<file path="src/rob_pkg.sv">
// Sizes and shared types for the rename core
// Used by every RTL block and the bench through rob_pkg:: scoped names

package rob_pkg;

    ////////////////////
    // Sizes
    ////////////////////

    localparam int ROB_SZ    = 8;   // Reorder buffer entries
    localparam int ARCH_REGS = 32;  // Architectural registers

    // Derived widths
    localparam int TAG_W = $clog2(ROB_SZ);      // 3 bits for 8 tags
    localparam int REG_W = $clog2(ARCH_REGS);   // 5
    localparam int CNT_W = $clog2(ROB_SZ + 1);  // 4 bits to hold 0..ROB_SZ

    ////////////////////
    // Types
    ////////////////////

    // ROB entry index, also the rename tag
    typedef logic [TAG_W-1:0] rob_tag_t;

    // Architectural register number
    typedef logic [REG_W-1:0] arch_reg_t;

    // Occupancy from 0 up to and including ROB_SZ
    typedef logic [CNT_W-1:0] rob_count_t;

    // Tag handed out on an unmapped lookup
    localparam rob_tag_t NULL_TAG = '0;

endpackage

</file>
<file path="src/rob.sv">
// Reorder buffer as a circular queue with count
// Allocates at tail on accept, marks done on completion, retires one done head per cycle
`timescale 1ns/1ps

module rob (
    input  logic                clock,
    input  logic                reset,
    // Dispatch side
    input  logic                accept,        // Already gated by rob_full
    input  logic                dp_has_dest,
    input  rob_pkg::arch_reg_t  dp_dest,
    // Completion strobe
    input  logic                cp_valid,
    input  rob_pkg::rob_tag_t   cp_tag,
    // Status
    output logic                rob_full,      // Combinational from count
    output rob_pkg::rob_tag_t   tail_tag,      // Tag of next allocation
    // Retirement, registered
    output logic                rt_valid,
    output rob_pkg::rob_tag_t   rt_tag,
    output rob_pkg::arch_reg_t  rt_dest,
    output logic                rt_has_dest
);

    ////////////////////
    // Entry storage
    ////////////////////

    logic [rob_pkg::ROB_SZ-1:0] ent_valid;     // Slot in flight
    logic [rob_pkg::ROB_SZ-1:0] ent_done;      // Completed, may retire
    logic [rob_pkg::ROB_SZ-1:0] ent_has_dest;  // Writes a register
    rob_pkg::arch_reg_t         ent_dest [rob_pkg::ROB_SZ];

    rob_pkg::rob_tag_t  head;        // Oldest entry
    rob_pkg::rob_tag_t  tail;        // Next free entry
    rob_pkg::rob_count_t count;      // Entries in flight
    rob_pkg::rob_count_t count_next;

    logic retire;                    // Head leaves this edge

    ////////////////////
    // Status and retire decision
    ////////////////////

    assign rob_full = (count == rob_pkg::rob_count_t'(rob_pkg::ROB_SZ));
    assign tail_tag = tail;

    // Done bit is registered, so a completion retires one edge later at earliest
    assign retire = ent_valid[head] & ent_done[head];

    // Occupancy after this edge
    always_comb begin
        case ({accept, retire})
            2'b10:   count_next = count + rob_pkg::rob_count_t'(1);
            2'b01:   count_next = count - rob_pkg::rob_count_t'(1);
            default: count_next = count;    // Neither, or alloc and retire together
        endcase
    end

    ////////////////////
    // Pointers and control bits
    ////////////////////

    always_ff @(posedge clock or posedge reset) begin
        if (reset) begin
            head      <= '0;
            tail      <= '0;
            count     <= '0;
            ent_valid <= '0;
            ent_done  <= '0;
        end else begin
            count <= count_next;

            // Completion first; allocation below never targets an in-flight slot
            if (cp_valid) begin
                ent_done[cp_tag] <= 1'b1;
            end

            if (retire) begin
                ent_valid[head] <= 1'b0;
                head <= head + rob_pkg::rob_tag_t'(1);   // Wraps at ROB_SZ
            end

            if (accept) begin
                ent_valid[tail] <= 1'b1;
                ent_done[tail]  <= 1'b0;                 // Fresh entry not done
                tail <= tail + rob_pkg::rob_tag_t'(1);
            end
        end
    end

    // Entry payload, written at allocation only
    always_ff @(posedge clock) begin
        if (accept) begin
            ent_has_dest[tail] <= dp_has_dest;
            ent_dest[tail]     <= dp_dest;
        end
    end

    ////////////////////
    // Retirement outputs
    ////////////////////

    // One pulse per head advance
    always_ff @(posedge clock or posedge reset) begin
        if (reset) begin
            rt_valid <= 1'b0;
        end else begin
            rt_valid <= retire;
        end
    end

    // Head payload captured as it leaves
    always_ff @(posedge clock) begin
        if (retire) begin
            rt_tag      <= head;
            rt_dest     <= ent_dest[head];
            rt_has_dest <= ent_has_dest[head];
        end
    end

endmodule

</file>
<file path="src/map_table.sv">
// Register map from architectural register to producing ROB tag
// Combinational source lookups with completion bypass; updated on accept, completion and retire
`timescale 1ns/1ps

module map_table (
    input  logic                clock,
    input  logic                reset,
    // Dispatch side
    input  logic                accept,
    input  logic                dp_has_dest,
    input  rob_pkg::arch_reg_t  dp_dest,
    input  rob_pkg::arch_reg_t  dp_src1,
    input  rob_pkg::arch_reg_t  dp_src2,
    input  rob_pkg::rob_tag_t   tail_tag,      // Tag given to this instruction
    // Completion strobe
    input  logic                cp_valid,
    input  rob_pkg::rob_tag_t   cp_tag,
    // Retirement from ROB
    input  logic                rt_valid,
    input  rob_pkg::rob_tag_t   rt_tag,
    input  rob_pkg::arch_reg_t  rt_dest,
    input  logic                rt_has_dest,
    // Lookup results, combinational
    output rob_pkg::rob_tag_t   src1_tag,
    output logic                src1_ready,
    output rob_pkg::rob_tag_t   src2_tag,
    output logic                src2_ready
);

    logic [rob_pkg::ARCH_REGS-1:0] map_valid;  // Register has an in-flight producer
    logic [rob_pkg::ARCH_REGS-1:0] map_ready;  // Producer already completed
    rob_pkg::rob_tag_t             map_tag [rob_pkg::ARCH_REGS];

    ////////////////////
    // Lookup
    ////////////////////

    // Unmapped reads as ready; mapped is ready if stored or completing now
    function automatic logic lookup_ready(input rob_pkg::arch_reg_t r);
        logic bypass;
        bypass = cp_valid && (cp_tag == map_tag[r]);
        return !map_valid[r] || map_ready[r] || bypass;
    endfunction

    // Reads old state, so a source equal to its own dest sees the previous mapping
    assign src1_tag   = map_valid[dp_src1] ? map_tag[dp_src1] : rob_pkg::NULL_TAG;
    assign src1_ready = lookup_ready(dp_src1);
    assign src2_tag   = map_valid[dp_src2] ? map_tag[dp_src2] : rob_pkg::NULL_TAG;
    assign src2_ready = lookup_ready(dp_src2);

    ////////////////////
    // Update
    ////////////////////

    always_ff @(posedge clock or posedge reset) begin
        if (reset) begin
            map_valid <= '0;
            map_ready <= '0;
        end else begin
            // Completion marks every mapping of that tag
            for (int i = 0; i < rob_pkg::ARCH_REGS; i++) begin
                if (cp_valid && map_valid[i] && (map_tag[i] == cp_tag)) begin
                    map_ready[i] <= 1'b1;
                end
            end

            // Retire clears only if no younger producer took the register
            if (rt_valid && rt_has_dest && map_valid[rt_dest]
                    && (map_tag[rt_dest] == rt_tag)) begin
                map_valid[rt_dest] <= 1'b0;
            end

            // New mapping last, wins over a same-edge retire clear
            if (accept && dp_has_dest) begin
                map_valid[dp_dest] <= 1'b1;
                map_ready[dp_dest] <= 1'b0;
            end
        end
    end

    // Tag storage, meaningful only where map_valid is set
    always_ff @(posedge clock) begin
        if (accept && dp_has_dest) begin
            map_tag[dp_dest] <= tail_tag;
        end
    end

endmodule

</file>
<file path="src/dispatch_ctrl.sv">
// Dispatch acceptance and the registered reservation-station packet
// Merges the ROB tail tag with the map table source lookups
`timescale 1ns/1ps

module dispatch_ctrl (
    input  logic               clock,
    input  logic               reset,
    // Instruction stream
    input  logic               dp_valid,
    // From ROB
    input  logic               rob_full,
    input  rob_pkg::rob_tag_t  tail_tag,
    // From map table
    input  rob_pkg::rob_tag_t  src1_tag,
    input  logic               src1_ready,
    input  rob_pkg::rob_tag_t  src2_tag,
    input  logic               src2_ready,
    // Acceptance, combinational
    output logic               accept,
    output logic               dp_ready,
    // Reservation-station packet, registered
    output logic               rs_valid,
    output rob_pkg::rob_tag_t  rs_tag,
    output rob_pkg::rob_tag_t  rs_src1_tag,
    output logic               rs_src1_ready,
    output rob_pkg::rob_tag_t  rs_src2_tag,
    output logic               rs_src2_ready
);

    ////////////////////
    // Acceptance
    ////////////////////

    // Full blocks dispatch even when the head retires this cycle
    assign dp_ready = ~rob_full;
    assign accept   = dp_valid & ~rob_full;   // Drives ROB alloc and map write

    ////////////////////
    // RS packet
    ////////////////////

    // Valid pulses one cycle after the accepting edge
    always_ff @(posedge clock or posedge reset) begin
        if (reset) begin
            rs_valid <= 1'b0;
        end else begin
            rs_valid <= accept;
        end
    end

    // Payload held between packets
    always_ff @(posedge clock) begin
        if (accept) begin
            rs_tag        <= tail_tag;     // Tag this instruction was given
            rs_src1_tag   <= src1_tag;
            rs_src1_ready <= src1_ready;   // Includes completion bypass
            rs_src2_tag   <= src2_tag;
            rs_src2_ready <= src2_ready;
        end
    end

endmodule

</file>
<file path="src/rename_top.sv">
// Top of the rename core, wiring ROB, map table and dispatch control
// Instruction stream and completion in, RS packet and retirement out
`timescale 1ns/1ps

module rename_top (
    input  logic                clock,
    input  logic                reset,
    // Dispatch
    input  logic                dp_valid,
    input  logic                dp_has_dest,
    input  rob_pkg::arch_reg_t  dp_dest,
    input  rob_pkg::arch_reg_t  dp_src1,
    input  rob_pkg::arch_reg_t  dp_src2,
    output logic                dp_ready,
    // Completion
    input  logic                cp_valid,
    input  rob_pkg::rob_tag_t   cp_tag,
    // RS packet
    output logic                rs_valid,
    output rob_pkg::rob_tag_t   rs_tag,
    output rob_pkg::rob_tag_t   rs_src1_tag,
    output logic                rs_src1_ready,
    output rob_pkg::rob_tag_t   rs_src2_tag,
    output logic                rs_src2_ready,
    // Retirement
    output logic                rt_valid,
    output rob_pkg::rob_tag_t   rt_tag,
    output rob_pkg::arch_reg_t  rt_dest,
    output logic                rt_has_dest
);

    logic               accept;     // Dispatch control to ROB and map
    logic               rob_full;
    rob_pkg::rob_tag_t  tail_tag;
    rob_pkg::rob_tag_t  src1_tag;
    rob_pkg::rob_tag_t  src2_tag;
    logic               src1_ready;
    logic               src2_ready;

    rob i_rob (
        .clock, .reset,
        .accept, .dp_has_dest, .dp_dest,
        .cp_valid, .cp_tag,
        .rob_full, .tail_tag,
        .rt_valid, .rt_tag, .rt_dest, .rt_has_dest   // Also fed to the map
    );

    map_table i_map (
        .clock, .reset,
        .accept, .dp_has_dest, .dp_dest, .dp_src1, .dp_src2,
        .tail_tag, .cp_valid, .cp_tag,
        .rt_valid, .rt_tag, .rt_dest, .rt_has_dest,
        .src1_tag, .src1_ready, .src2_tag, .src2_ready
    );

    dispatch_ctrl i_dctl (
        .clock, .reset,
        .dp_valid, .rob_full, .tail_tag,
        .src1_tag, .src1_ready, .src2_tag, .src2_ready,
        .accept, .dp_ready,
        .rs_valid, .rs_tag, .rs_src1_tag, .rs_src1_ready, .rs_src2_tag, .rs_src2_ready
    );

endmodule

</file>
<file path="config.mk">
export PLATFORM = sky130hd
export DESIGN_NAME = rename_top
export DESIGN_NICKNAME = d
export VERILOG_FILES = /design/src/rob_pkg.sv /design/src/rob.sv /design/src/map_table.sv /design/src/dispatch_ctrl.sv /design/src/rename_top.sv
export SDC_FILE = /design/constraint.sdc
export NUM_CORES = 1
export LEC_CHECK = 0
export ABC_AREA = 1
export BUFFER_PORTS_ARGS = -buffer_cell sky130_fd_sc_hd__buf_2
export CORE_MARGIN = 1
export CORE_UTILIZATION = 40
export CTS_CLUSTER_SIZE = 8
export DETAILED_ROUTE_END_ITERATION = 10
export SLEW_MARGIN = 30
export SYNTH_ARGS = -nofsm -noshare
export SYNTH_HDL_FRONTEND = slang
export SYNTH_SLANG_ARGS = --single-unit
</file>
<file path="constraint.sdc">
create_clock -name clock -period 8 [get_ports clock]
set_input_delay 1.6 -clock clock [delete_from_list [all_inputs] [get_ports clock]]
set_output_delay 1.6 -clock clock [all_outputs]
set_load 0.005 [all_outputs]
</file>
=== After elaboration in Yosys (flattened, before gate mapping) ===
Memory sizes are Yosys's and may differ from the RTL's. A register that Yosys moved wholly into a read port is not among the register bits.
Index checks and enable logic that the tools add are counted.

* Bitwise gates (word level): 14
* Mux-type cells: 71
* $add $sub $neg: 4
* Reductions and logical operators: 82
* Equality and inequality tests: 38
* $lt $le $gt $ge: 12

{| class="wikitable"
|+ Operators by type and width
! cell !! count
|-
| 3-bit equality test || 35
|-
| 32-bit 2-to-1 mux || 3
|-
| 1-bit logical AND || 75
|-
| 32-bit bitwise AND || 2
|-
| 32-bit NOT || 2
|-
| 1-bit 2-to-1 mux || 49
|-
| 8-bit 2-to-1 mux || 4
|-
| 32-bit bitwise OR || 1
|-
| 1-bit binary-select mux with 5-bit select || 5
|-
| 5-bit by 6-bit less-than comparator with 1-bit output (second input constant) || 4
|-
| 8-bit bitwise AND || 2
|-
| 8-bit NOT || 2
|-
| 8-bit bitwise OR || 2
|-
| 3-bit by 4-bit less-than comparator with 1-bit output (second input constant) || 3
|-
| 1-bit demux with 5-bit select || 2
|-
| 5-bit by 1-bit >= comparator with 1-bit output (second input constant) || 2
|-
| 1-bit binary-select mux with 3-bit select || 3
|-
| 1-bit demux with 3-bit select || 3
|-
| 3-bit by 1-bit >= comparator with 1-bit output (second input constant) || 3
|-
| 8-bit bitwise mux || 1
|-
| 4-bit one-hot mux with 2 select lines || 1
|-
| 3-bit by 1-bit adder with 3-bit output (second input constant) || 2
|-
| 4-bit by 1-bit adder with 4-bit output (second input constant) || 1
|-
| 4-bit equality test (second input constant) || 1
|-
| other kinds (8) || 13
|}

* Bits in registers: 115
* RAM bits: 136
* Memories kept: 2
* Word-level logic and storage cells: 240

{| class="wikitable"
|+ Memory list
! name !! depth !! width !! read ports !! clocked after memory_dff !! write ports !! RTL line !! RTL
|-
| i_map.map_tag || 32 || 3 || 35 || 0 || 1 || map_table.sv:32 || <nowiki>rob_pkg::rob_tag_t map_tag [rob_pkg::ARCH_REGS];</nowiki>
|-
| i_rob.ent_dest || 8 || 5 || 1 || 1 || 1 || rob.sv:32 || <nowiki>rob_pkg::arch_reg_t ent_dest [rob_pkg::ROB_SZ];</nowiki>
|}

=== Depth between registers and ports, before layout ===
Gate-level depths: netlist of run 1.

* Depth after elaboration: 9
* Gate-level depth with buffers: 17
* Mapped depth without buffers: 17

=== Cells and area by module ===
A second synthesis of run 1 with hierarchy kept.

* Cells, all modules: 2079
* Area, all modules: 15566.2 um2

{| class="wikitable"
|+ By module, submodules not included
! module !! seq. area each (um2) !! area each (um2) !! instances !! cells an instance
|-
| map_table || 4484.3 || 11493.5 || 1 || 1700
|-
| rob || 2387.3 || 3699.8 || 1 || 363
|-
| dispatch_ctrl || 355.3 || 372.9 || 1 || 16
|}

=== Worst setup path before layout of run 1 ===
OpenSTA, ideal clock, no wires.

* Path type: in2reg
* Start: in dp_src2[0]
* End: reg i_dctl.rs_src2_ready (data pin)
* Path slack: 4.794 ns
* Stages on the path: 12
* Required time: 7.746 ns
* Arrival time: 2.952 ns
* Library setup time: 0.254 ns
* Cell sequence: buf_2 > clkinv_1 > buf_2 > clkbuf_1 > nand2_1 > o211ai_1 > a31oi_1 > o21ai_0 > nand3_1 > nand2_1 > a21oi_1 > nand2_1

* Word-level cells in the longest chain between the ends: 5

{| class="wikitable"
|+ RTL lines
! element !! RTL line !! RTL
|-
| start: declaration || rename_top.sv:13 || <nowiki>input rob_pkg::arch_reg_t dp_src2,</nowiki>
|-
| branches (longest 4 deep; another with memory read 32 x 3 bit) || - ||
|-
| 1-bit logical OR (*) || map_table.sv:42 || <nowiki>return !map_valid[r] || map_ready[r] || bypass;</nowiki>
|-
| named net i_dctl.src2_ready || dispatch_ctrl.sv:17 || <nowiki>input logic src2_ready,</nowiki>
|-
| end signal: assignment || dispatch_ctrl.sv:58 || <nowiki>rs_src2_ready <= src2_ready;</nowiki>
|-
| end: declaration || dispatch_ctrl.sv:27 || <nowiki>output logic rs_src2_ready</nowiki>
|}

Mark *: on every way through the listed nets, which the timed path passes. The select of a mux whose other input is x is not followed.
A chain may end at the register's enable or synchronous reset.

=== Worst setup path after layout of run 1 ===
* Start: in dp_src1[1]
* End: reg i_dctl.rs_src1_ready (data pin)

* Word-level cells in the longest chain between the ends: 5

{| class="wikitable"
|+ RTL lines
! element !! RTL line !! RTL
|-
| start: declaration || rename_top.sv:12 || <nowiki>input rob_pkg::arch_reg_t dp_src1,</nowiki>
|-
| branches (longest 4 deep; another with memory read 32 x 3 bit) || - ||
|-
| 1-bit logical OR (*) || map_table.sv:42 ||
|-
| named net i_dctl.src1_ready || dispatch_ctrl.sv:15 || <nowiki>input logic src1_ready,</nowiki>
|-
| end signal: assignment || dispatch_ctrl.sv:56 || <nowiki>rs_src1_ready <= src1_ready;</nowiki>
|-
| end: declaration || dispatch_ctrl.sv:25 || <nowiki>output logic rs_src1_ready,</nowiki>
|}

Marks and branches as above.

==> summary.md, run 1 <==
| Metric | Value |
|---|---|
| Status | `complete, no violations` |
| Met3 usage | `0.06629` |
| Clk sink count | `256` |
| DP Worst Slack | `3.275 ns` |
| Met1 global-route usage | `0.3971` |
| Setup Skew | `0.03982 ns` |
| Post-CTS Setup Inserts | `0` |
| Max Buffers Root-to-Sink | `3` |
| Post-CTS sizing | `0` |
| Top-area cell type share of the netlist area | `0.3190` |
| Syn Nets | `2120` |
| Crit Path Category | `in2reg` |
| Num rows | `71` |
| Initial Util | `0.4080` |
| Main synth FF type | `edfxtp_1` |
| Async S/R FF share, synth | `0.3594` |
| Seq/Total Area, Yosys | `0.4681` |
| Area grow syn2layout | `11.16%` |
| Vias in the first global route | `14200` |
| Tmin final | `4.264 ns` |
| Net count, final | `2109` |
| Critical path origin | `dp_src1[1]` |
| Total chip power | `5.541 mW` |
| First-pass GRT wire length | `87390 µm` |
| Reg2reg end | `i_rob.count[3]$_DFFE_PP0P_` |
| Largest net degree at the start of global routing | `95` |
| Count leader, synth | `nand2_1` |
| Clock slew at reported path FFs | `0.06 ns` |
| Number of flops mapped to enable cells by yosys | `164` |
| Num ports | `46` |
| GR peak layer | `met2` |
| Width of the die | `198.5 µm` |
| Commonest cells post-synth | `nand2_1, nand3_1, nor2_1` |
| Pwr Density | `322.9 nW/µm²` |
| #FFs+latches synth | `256` |
| First DRT Iteration DRCs | `1722` |
| Cts hold-fix bufs | `0` |
| Total number of vias | `15150` |
| Worst-path fanout max | `39` |
| Drt wl/cell | `22.24 µm` |
| CP Data Arrival Time | `4.61 ns` |
| Drt drc | `0` |
| Startpoint types | `input pin` |
| Detailed-router iteration count before antenna repair | `6` |
| CP required | `8.35 ns` |
| Period utilization | `0.5330` |
| # Max-Cap Violations | `0` |
| Post-synthesis cell area | `15440 µm²` |
| Worst hold start | `i_rob.count[3]$_DFFE_PP0P_` |
| # setup viols final | `0` |
| Cell Area, Placed | `15970 µm²` |
| Routed vias/inst | `5.786` |
| Fin. max-slew vios | `0` |
| WL final | `58220 µm` |
| Final TNS setup | `0 ns` |
| Htree depth | `2` |
| Final Hold Viols | `0` |
| Area of the multi-input gates | `6973 µm²` |
| Worst setup EP type | `flip-flop` |
| Ys Warns | `0` |
| GR Util met2 | `0.4676` |
| CTS root buf | `clkbuf_16` |
| Die ar. | `39390 µm²` |
| Fmax | `234.5 MHz` |
| Grt total ovfl | `0` |
| GP Congestion | `0.9514` |
| Worst-margin pin slew | `1.004 ns` |
| Post-route cell area | `17160 µm²` |
| Final worst slack | `3.736 ns` |
| CTS tree | `built` |
| Filler cell count | `3889` |
| Finished Layout Cells | `2618` |
| RSZ-0062 raised after global routing | `no` |
| Maximum vdd drop | `0.2251 mV` |
| Gate Count Post-Synth | `2091` |
| IO buf count | `45` |
| CTS buffer count | `38` |
| Hold Path Class | `reg2reg` |
| Seq. cell area | `7227 µm²` |
| GR Util All Layers | `0.3006` |
| Cell accounting for the most synthesized area | `edfxtp_1` |
| R2R setup slack | `4.11 ns` |
| Initial antenna violation count | `1` |
| Ranking of synthesized cells by area | `edfxtp_1, nand2_1, dfrtp_1` |
| HPWL after DPL | `37560 µm` |
| Crit path capture | `i_dctl.rs_src1_ready$_DFFE_PN_` |
| Layout cell share with drive strength beyond 1 | `0.06081` |
| Placed cells | `2550` |
| Slew Limit Headroom | `0.3308` |
| LEAKAGE | `7.298 nW` |
| Mapped Avg Cell Area | `7.384 µm²` |
| Worst-Skew Late Latency | `0.59 ns` |
| Reg2reg path depth | `15` |
| Detail Route Antenna Nets | `0` |
| Core box area | `37840 µm²` |
| Die extent in y | `198.5 µm` |
| Yosys cell types | `37` |
| FF-to-FF Start | `i_rob.head[0]$_DFFE_PP0N_` |
worst max-delay path, cell delays in order:
cell and delay, ns:
buf_2 0.68, clkinv_1 0.88, buf_4 0.48, a21oi_1 0.14, o21ai_0 0.11, nand3_1 0.11
nand2_1 0.06, nand2_1 0.06, nand3_1 0.08, nand2_1 0.12, nand2_1 0.06, nand2_1 0.09
nor2_1 0.04, nand2_1 0.06, nand2_1 0.04
layout make-up:
cell class | instances | area share
sequential | 256 | 0.4211
multi-input combinational | 1521 | 0.4063
clock buffer | 62 | 0.06306
inverter | 195 | 0.04279
tap | 511 | 0.03725
timing repair buffer | 68 | 0.02457
clock inverter | 3 | 0.004666
antenna | 2 | 0.0002916
registers in the layout, summed over array words and instances, names as in the netlist, 3 cells and up:
register            count
i_rob.rt_tag            3
i_map.map_ready        32
i_rob.ent_dest         40
i_rob.ent_done          8
i_rob.rt_dest           5
i_rob.ent_has_dest      8
i_dctl.rs_src2_tag      3
i_dctl.rs_tag           3
i_map.map_tag          96
i_rob.ent_valid         8
i_rob.head              3
i_map.map_valid        32
i_dctl.rs_src1_tag      3
i_rob.count             4
i_rob.tail_tag          3
where the power goes:
| part | switching (mW) | total, mW | leakage (nW) | internal [mW] |
|---|---|---|---|---|
| Combinational | 1.51 | 2.05 | 4.34 | 0.544 |
| Clock | 0.625 | 1.56 | 0.552 | 0.931 |
| Sequential | 0.194 | 1.93 | 2.40 | 1.74 |
| Total | 2.33 | 5.54 | 7.30 | 3.21 |
metrics by stage:
stage,utilization,hold WS (ns)
2_1_floorplan,-,0.4417
3_3_place_gp,0.4218,0.4601
3_5_place_dp,0.4219,0.4691
4_1_cts,0.4527,0.4796
5_1_grt,0.4534,0.5104
6_report,0.4535,0.4758
cell families (layout without fill, tap and decap cells):
group	after synthesis	in the layout	synth area share
xor gates and xnor gates	20	20	0.01135
AOI/OAI and AO/OA	371	371	0.1372
buffers and inverters	314	328	0.08096
adders and majority gates	6	6	0.005349
other	0	2	0
and+or+nand+nor	1124	1124	0.2971
DFF	256	256	0.4681
layout by cell type, fill, tap and decap left out, drive strengths merged:
cell     synthesis  layout
o22ai           12      12
dfrtp           92      92
o2111ai         20      20
a21oi           84      84
xnor2            2       2
nand2          634     634
o21ai          201     201
clkbuf          69      62
clkinv           2       5
ha               5       5
o2111a           2       2
a41oi            1       1
nor3            13      13
o211ai          16      16
nor4             4       4
a221oi          13      13
a2111oi          4       4
edfxtp         164     164
or3              1       1
nor2           226     226
a211oi           6       6
a31oi            3       3
or2              8       8
inv            193     193
buf             50      68
xor2            18      18
o21a             1       1
nand4           11      11
o41ai            2       2
fa               1       1
nand3          227     227
diode            0       2
o221ai           6       6
layer usage:
| metal | vias to the layer above | part of all wire | wire length, µm |
|---|---|---|---|
| met1 | 7122 | 0.41 | 23990 |
| met5 | - | 0 | 0 |
| met2 | 920 | 0.44 | 25690 |
| li1 | 6950 | - | - |
| met3 | 157 | 0.10 | 6006 |
| met4 | 0 | 0.044 | 2535 |
how the worst min path moves through the flow:
stage,endpoint,slack (ns),cells after the start
after floorplan,i_map.map_valid[26]$_DFF_PP0_,0.44,2
after global placement,i_rob.count[3]$_DFFE_PP0P_,0.46,1
after detailed placement,i_rob.count[3]$_DFFE_PP0P_,0.47,1
after CTS,i_rob.count[3]$_DFFE_PP0P_,0.48,1
after global routing,i_rob.count[3]$_DFFE_PP0P_,0.51,1
final,i_rob.count[3]$_DFFE_PP0P_,0.48,1
No activity file was read; power rests on OpenSTA's default activity.
==> inputs of run 2 (changes only) <==
==> constraint.sdc (replaced) <==
create_clock -name clock -period 4.3 [get_ports clock]
set_input_delay 0.86 -clock clock [delete_from_list [all_inputs] [get_ports clock]]
set_output_delay 0.86 -clock clock [all_outputs]
set_load 0.005 [all_outputs]
==> run 2 against run 1 <==
  * Final area up 0.49%
  * Clock power up 82%
  * Flip-flop and latch count unchanged
  * Sequential power up 86%
  * Critical path depth up 1
  * Die area unchanged
  * Wire length down 0.50%
  * Register-to-register slack worse by 3.0 ns
  * Clock skew down 0.015 ns
==> summary.md, run 2 (synthesis gave the netlist of run 1 again) <==
| Metric | Value |
|---|---|
| Status | `complete, no violations (unchanged)` |
| Internal Power | `5.876 mW (was 3.211 mW)` |
| FF-to-FF Start | `i_rob.head[0]$_DFFE_PP0N_ (unchanged)` |
| Seq. cell area | `7227 µm² (unchanged)` |
| Maximum vdd drop | `0.5008 mV (was 0.2251 mV)` |
| Fin. max-slew vios | `0 (unchanged)` |
| # Max-Cap Violations | `0 (unchanged)` |
| Worst-margin pin slew | `1.008 ns (was 1.004 ns)` |
| Htree depth | `2 (unchanged)` |
| GP Congestion | `0.9983 (was 0.9514)` |
| Vias in the first global route | `14360 (was 14200)` |
| Grt total ovfl | `0 (unchanged)` |
| Tmin final | `3.213 ns` |
| LEAKAGE | `7.362 nW (was 7.298 nW)` |
| Net Sw Frac | `0.4179 (was 0.4205)` |
| Final Hold Viols | `0 (unchanged)` |
| Post-CTS sizing | `0 (unchanged)` |
| Detailed-router iteration count before antenna repair | `8 (was 6)` |
| Worst setup EP type | `flip-flop (unchanged)` |
| Critical path origin | `i_rob.head[0]$_DFFE_PP0N_ (was dp_src1[1])` |
| Routed vias/inst | `5.791 (was 5.786)` |
| Cts hold-fix bufs | `0 (unchanged)` |
| Largest registers | `i_map.map_tag x96, i_rob.ent_dest x40 (unchanged)` |
| WL final | `57930 µm (was 58220 µm)` |
| Core box area | `37840 µm² (unchanged)` |
| Clock slew at reported path FFs | `0.06 ns (about the same)` |
| R2R setup slack | `1.09 ns (was 4.11 ns)` |
| Period utilization | `0.7473` |
| Width of the die | `198.5 µm (unchanged)` |
| Area grow syn2layout | `11.70% (was 11.16%)` |
| Logic pwr share | `0.364 (was 0.371)` |
| Reg2reg end | `i_rob.count[3]$_DFFE_PP0P_ (unchanged)` |
| Net count, final | `2124 (was 2109)` |
| Die ar. | `39390 µm² (unchanged)` |
| Pwr Density | `585.4 nW/µm² (was 322.9 nW/µm²)` |
| Slew Limit Headroom | `0.3274 (was 0.3308)` |
| Worst-Skew Late Latency | `0.57 ns (was 0.59 ns)` |
| RSZ-0062 raised after global routing | `no (unchanged)` |
| Fmax | `311.2 MHz` |
| Largest net degree at the start of global routing | `91 (was 95)` |
| Startpoint types | `flip-flop (was input pin)` |
| Final TNS setup | `0 ns (unchanged)` |
| Post-CTS Setup Inserts | `0 (unchanged)` |
| HPWL after DPL | `38850 µm (was 37560 µm)` |
| Num ports | `46 (unchanged)` |
| First-pass GRT wire length | `88280 µm (was 87390 µm)` |
| Hold Path Class | `in2async (was reg2reg)` |
| Commonest non-fill, non-tap cell in the layout | `nand2_1 (unchanged)` |
| CTS buffer count | `38 (unchanged)` |
| CTS tree | `built (unchanged)` |
| First DRT Iteration DRCs | `2106 (was 1722)` |
| Antenna cells | `0 (was 2)` |
| Area of the multi-input gates | `6963 µm² (was 6973 µm²)` |
| Drt wl/cell | `21.97 µm (was 22.24 µm)` |
| Setup Skew | `0.02464 ns (was 0.03982 ns)` |
| Crit Path Category | `reg2reg (was in2reg)` |
| Initial antenna violation count | `1 (unchanged)` |
| Detail Route Antenna Nets | `0 (unchanged)` |
| NetSw | `4.219 mW (was 2.330 mW)` |
| Cell Area, Placed | `16100 µm² (was 15970 µm²)` |
| Final hold slack | `0.4455 ns (was 0.4758 ns)` |
| Initial Util | `0.4080 (unchanged)` |
| Num rows | `71 (unchanged)` |
| IO buf count | `45 (unchanged)` |
| Max reg flops | `96 (unchanged)` |
| Total number of vias | `15270 (was 15150)` |
| Reg2reg path depth | `16 (was 15)` |
| Drt drc | `0 (unchanged)` |
| Filler cell count | `3893 (was 3889)` |
| Die extent in y | `198.5 µm (unchanged)` |
| Layout cell share with drive strength beyond 1 | `0.06682 (was 0.06081)` |
| Clock share of power | `0.281 (about the same)` |
| Top reg by flops | `i_map.map_tag (unchanged)` |
| CP Data Arrival Time | `3.67 ns (was 4.61 ns)` |
| Clk sink count | `256 (unchanged)` |
| Post-route cell area | `17250 µm² (was 17160 µm²)` |
| Reg power frac | `0.355 (was 0.348)` |
| # setup viols final | `0 (unchanged)` |
| Most frequent cells in the layout | `nand2_1, nand3_1, nor2_1 (unchanged)` |
| Worst-path fanout max | `33 (was 39)` |
| GR Util All Layers | `0.3006 (about the same)` |
| CP required | `4.75 ns (was 8.35 ns)` |
| CTS root buf | `clkbuf_16 (unchanged)` |
| Max Buffers Root-to-Sink | `3 (unchanged)` |
==> run 2: cell types whose count changed in the layout (fill, tap and decap cells not counted), sizes merged <==
cell / delta
diode: -2
clkinv: -1
buf: +15
clkbuf: +3
clkinvlp: +1
inv: +2
==> run 2: worst max path at each step <==
stage	endpoint	slack (ns)	cells after the start
floorplan	i_dctl.rs_valid$_DFF_PP0_	1.05	1
global placement	i_map.map_tag[27][0]$_DFFE_PP_	0.86	6
detailed placement	i_map.map_tag[27][1]$_DFFE_PP_	0.86	6
CTS	i_rob.count[3]$_DFFE_PP0P_	1.07	16
global route	i_rob.count[3]$_DFFE_PP0P_	0.76	17
finish	i_rob.count[3]$_DFFE_PP0P_	1.09	16
==> run 2: area by class of cell <==
cell class / count / area share
flip-flops and latches: 256 / 0.4190
clock buffers: 65 / 0.06101
inverters: 195 / 0.04273
repair buffers: 83 / 0.03105
clock inverters: 5 / 0.005369
well taps: 511 / 0.03707
multi-input cells: 1521 / 0.4037
==> run 2: per-stage QoR <==
stage	utilization	power, mW	worst slack, ns	cells
finish	0.4557	10.10	1.087	2636
global route	0.4557	10.63	0.7604	2636
CTS	0.4557	10.06	1.074	2636
detailed placement	0.4255	7.203	0.8563	2566
global placement	0.4254	7.154	0.8588	2566
floorplan	-	5.873	1.048	2091
==> run 2: power by group through the flow <==
stage	sequential (mW)	combinational, mW	clock, mW
after global routing	3.62	4.02	2.98
after detailed placement	3.61	3.59	0
after global placement	3.61	3.54	0
after floorplan	3.54	2.33	0
final	3.59	3.67	2.84
after CTS	3.57	3.60	2.89
==> run 2: critical path, cell delays in order, from the launching register on <==
cell	delay, ns
dfrtp_1	0.37
inv_1	0.64
a21oi_1	0.15
o21ai_0	0.12
nand4_1	0.15
nand2_1	0.15
inv_1	0.05
buf_4	0.20
ha_1	0.23
ha_1	0.32
nand2_1	0.07
nor2_1	0.04
a211oi_1	0.24
nor2_1	0.08
nor2_1	0.09
nand2_1	0.07
xnor2_1	0.12
==> run 2: layer usage <==
| layer | vias up | share of wire | track usage |
|---|---|---|---|
| met5 | - | 0 | 0 |
| met4 | 0 | 0.047 | 0.1427 |
| met3 | 175 | 0.11 | 0.05849 |
| met2 | 962 | 0.44 | 0.4624 |
| met1 | 7160 | 0.41 | 0.4067 |
| li1 | 6968 | - | - |
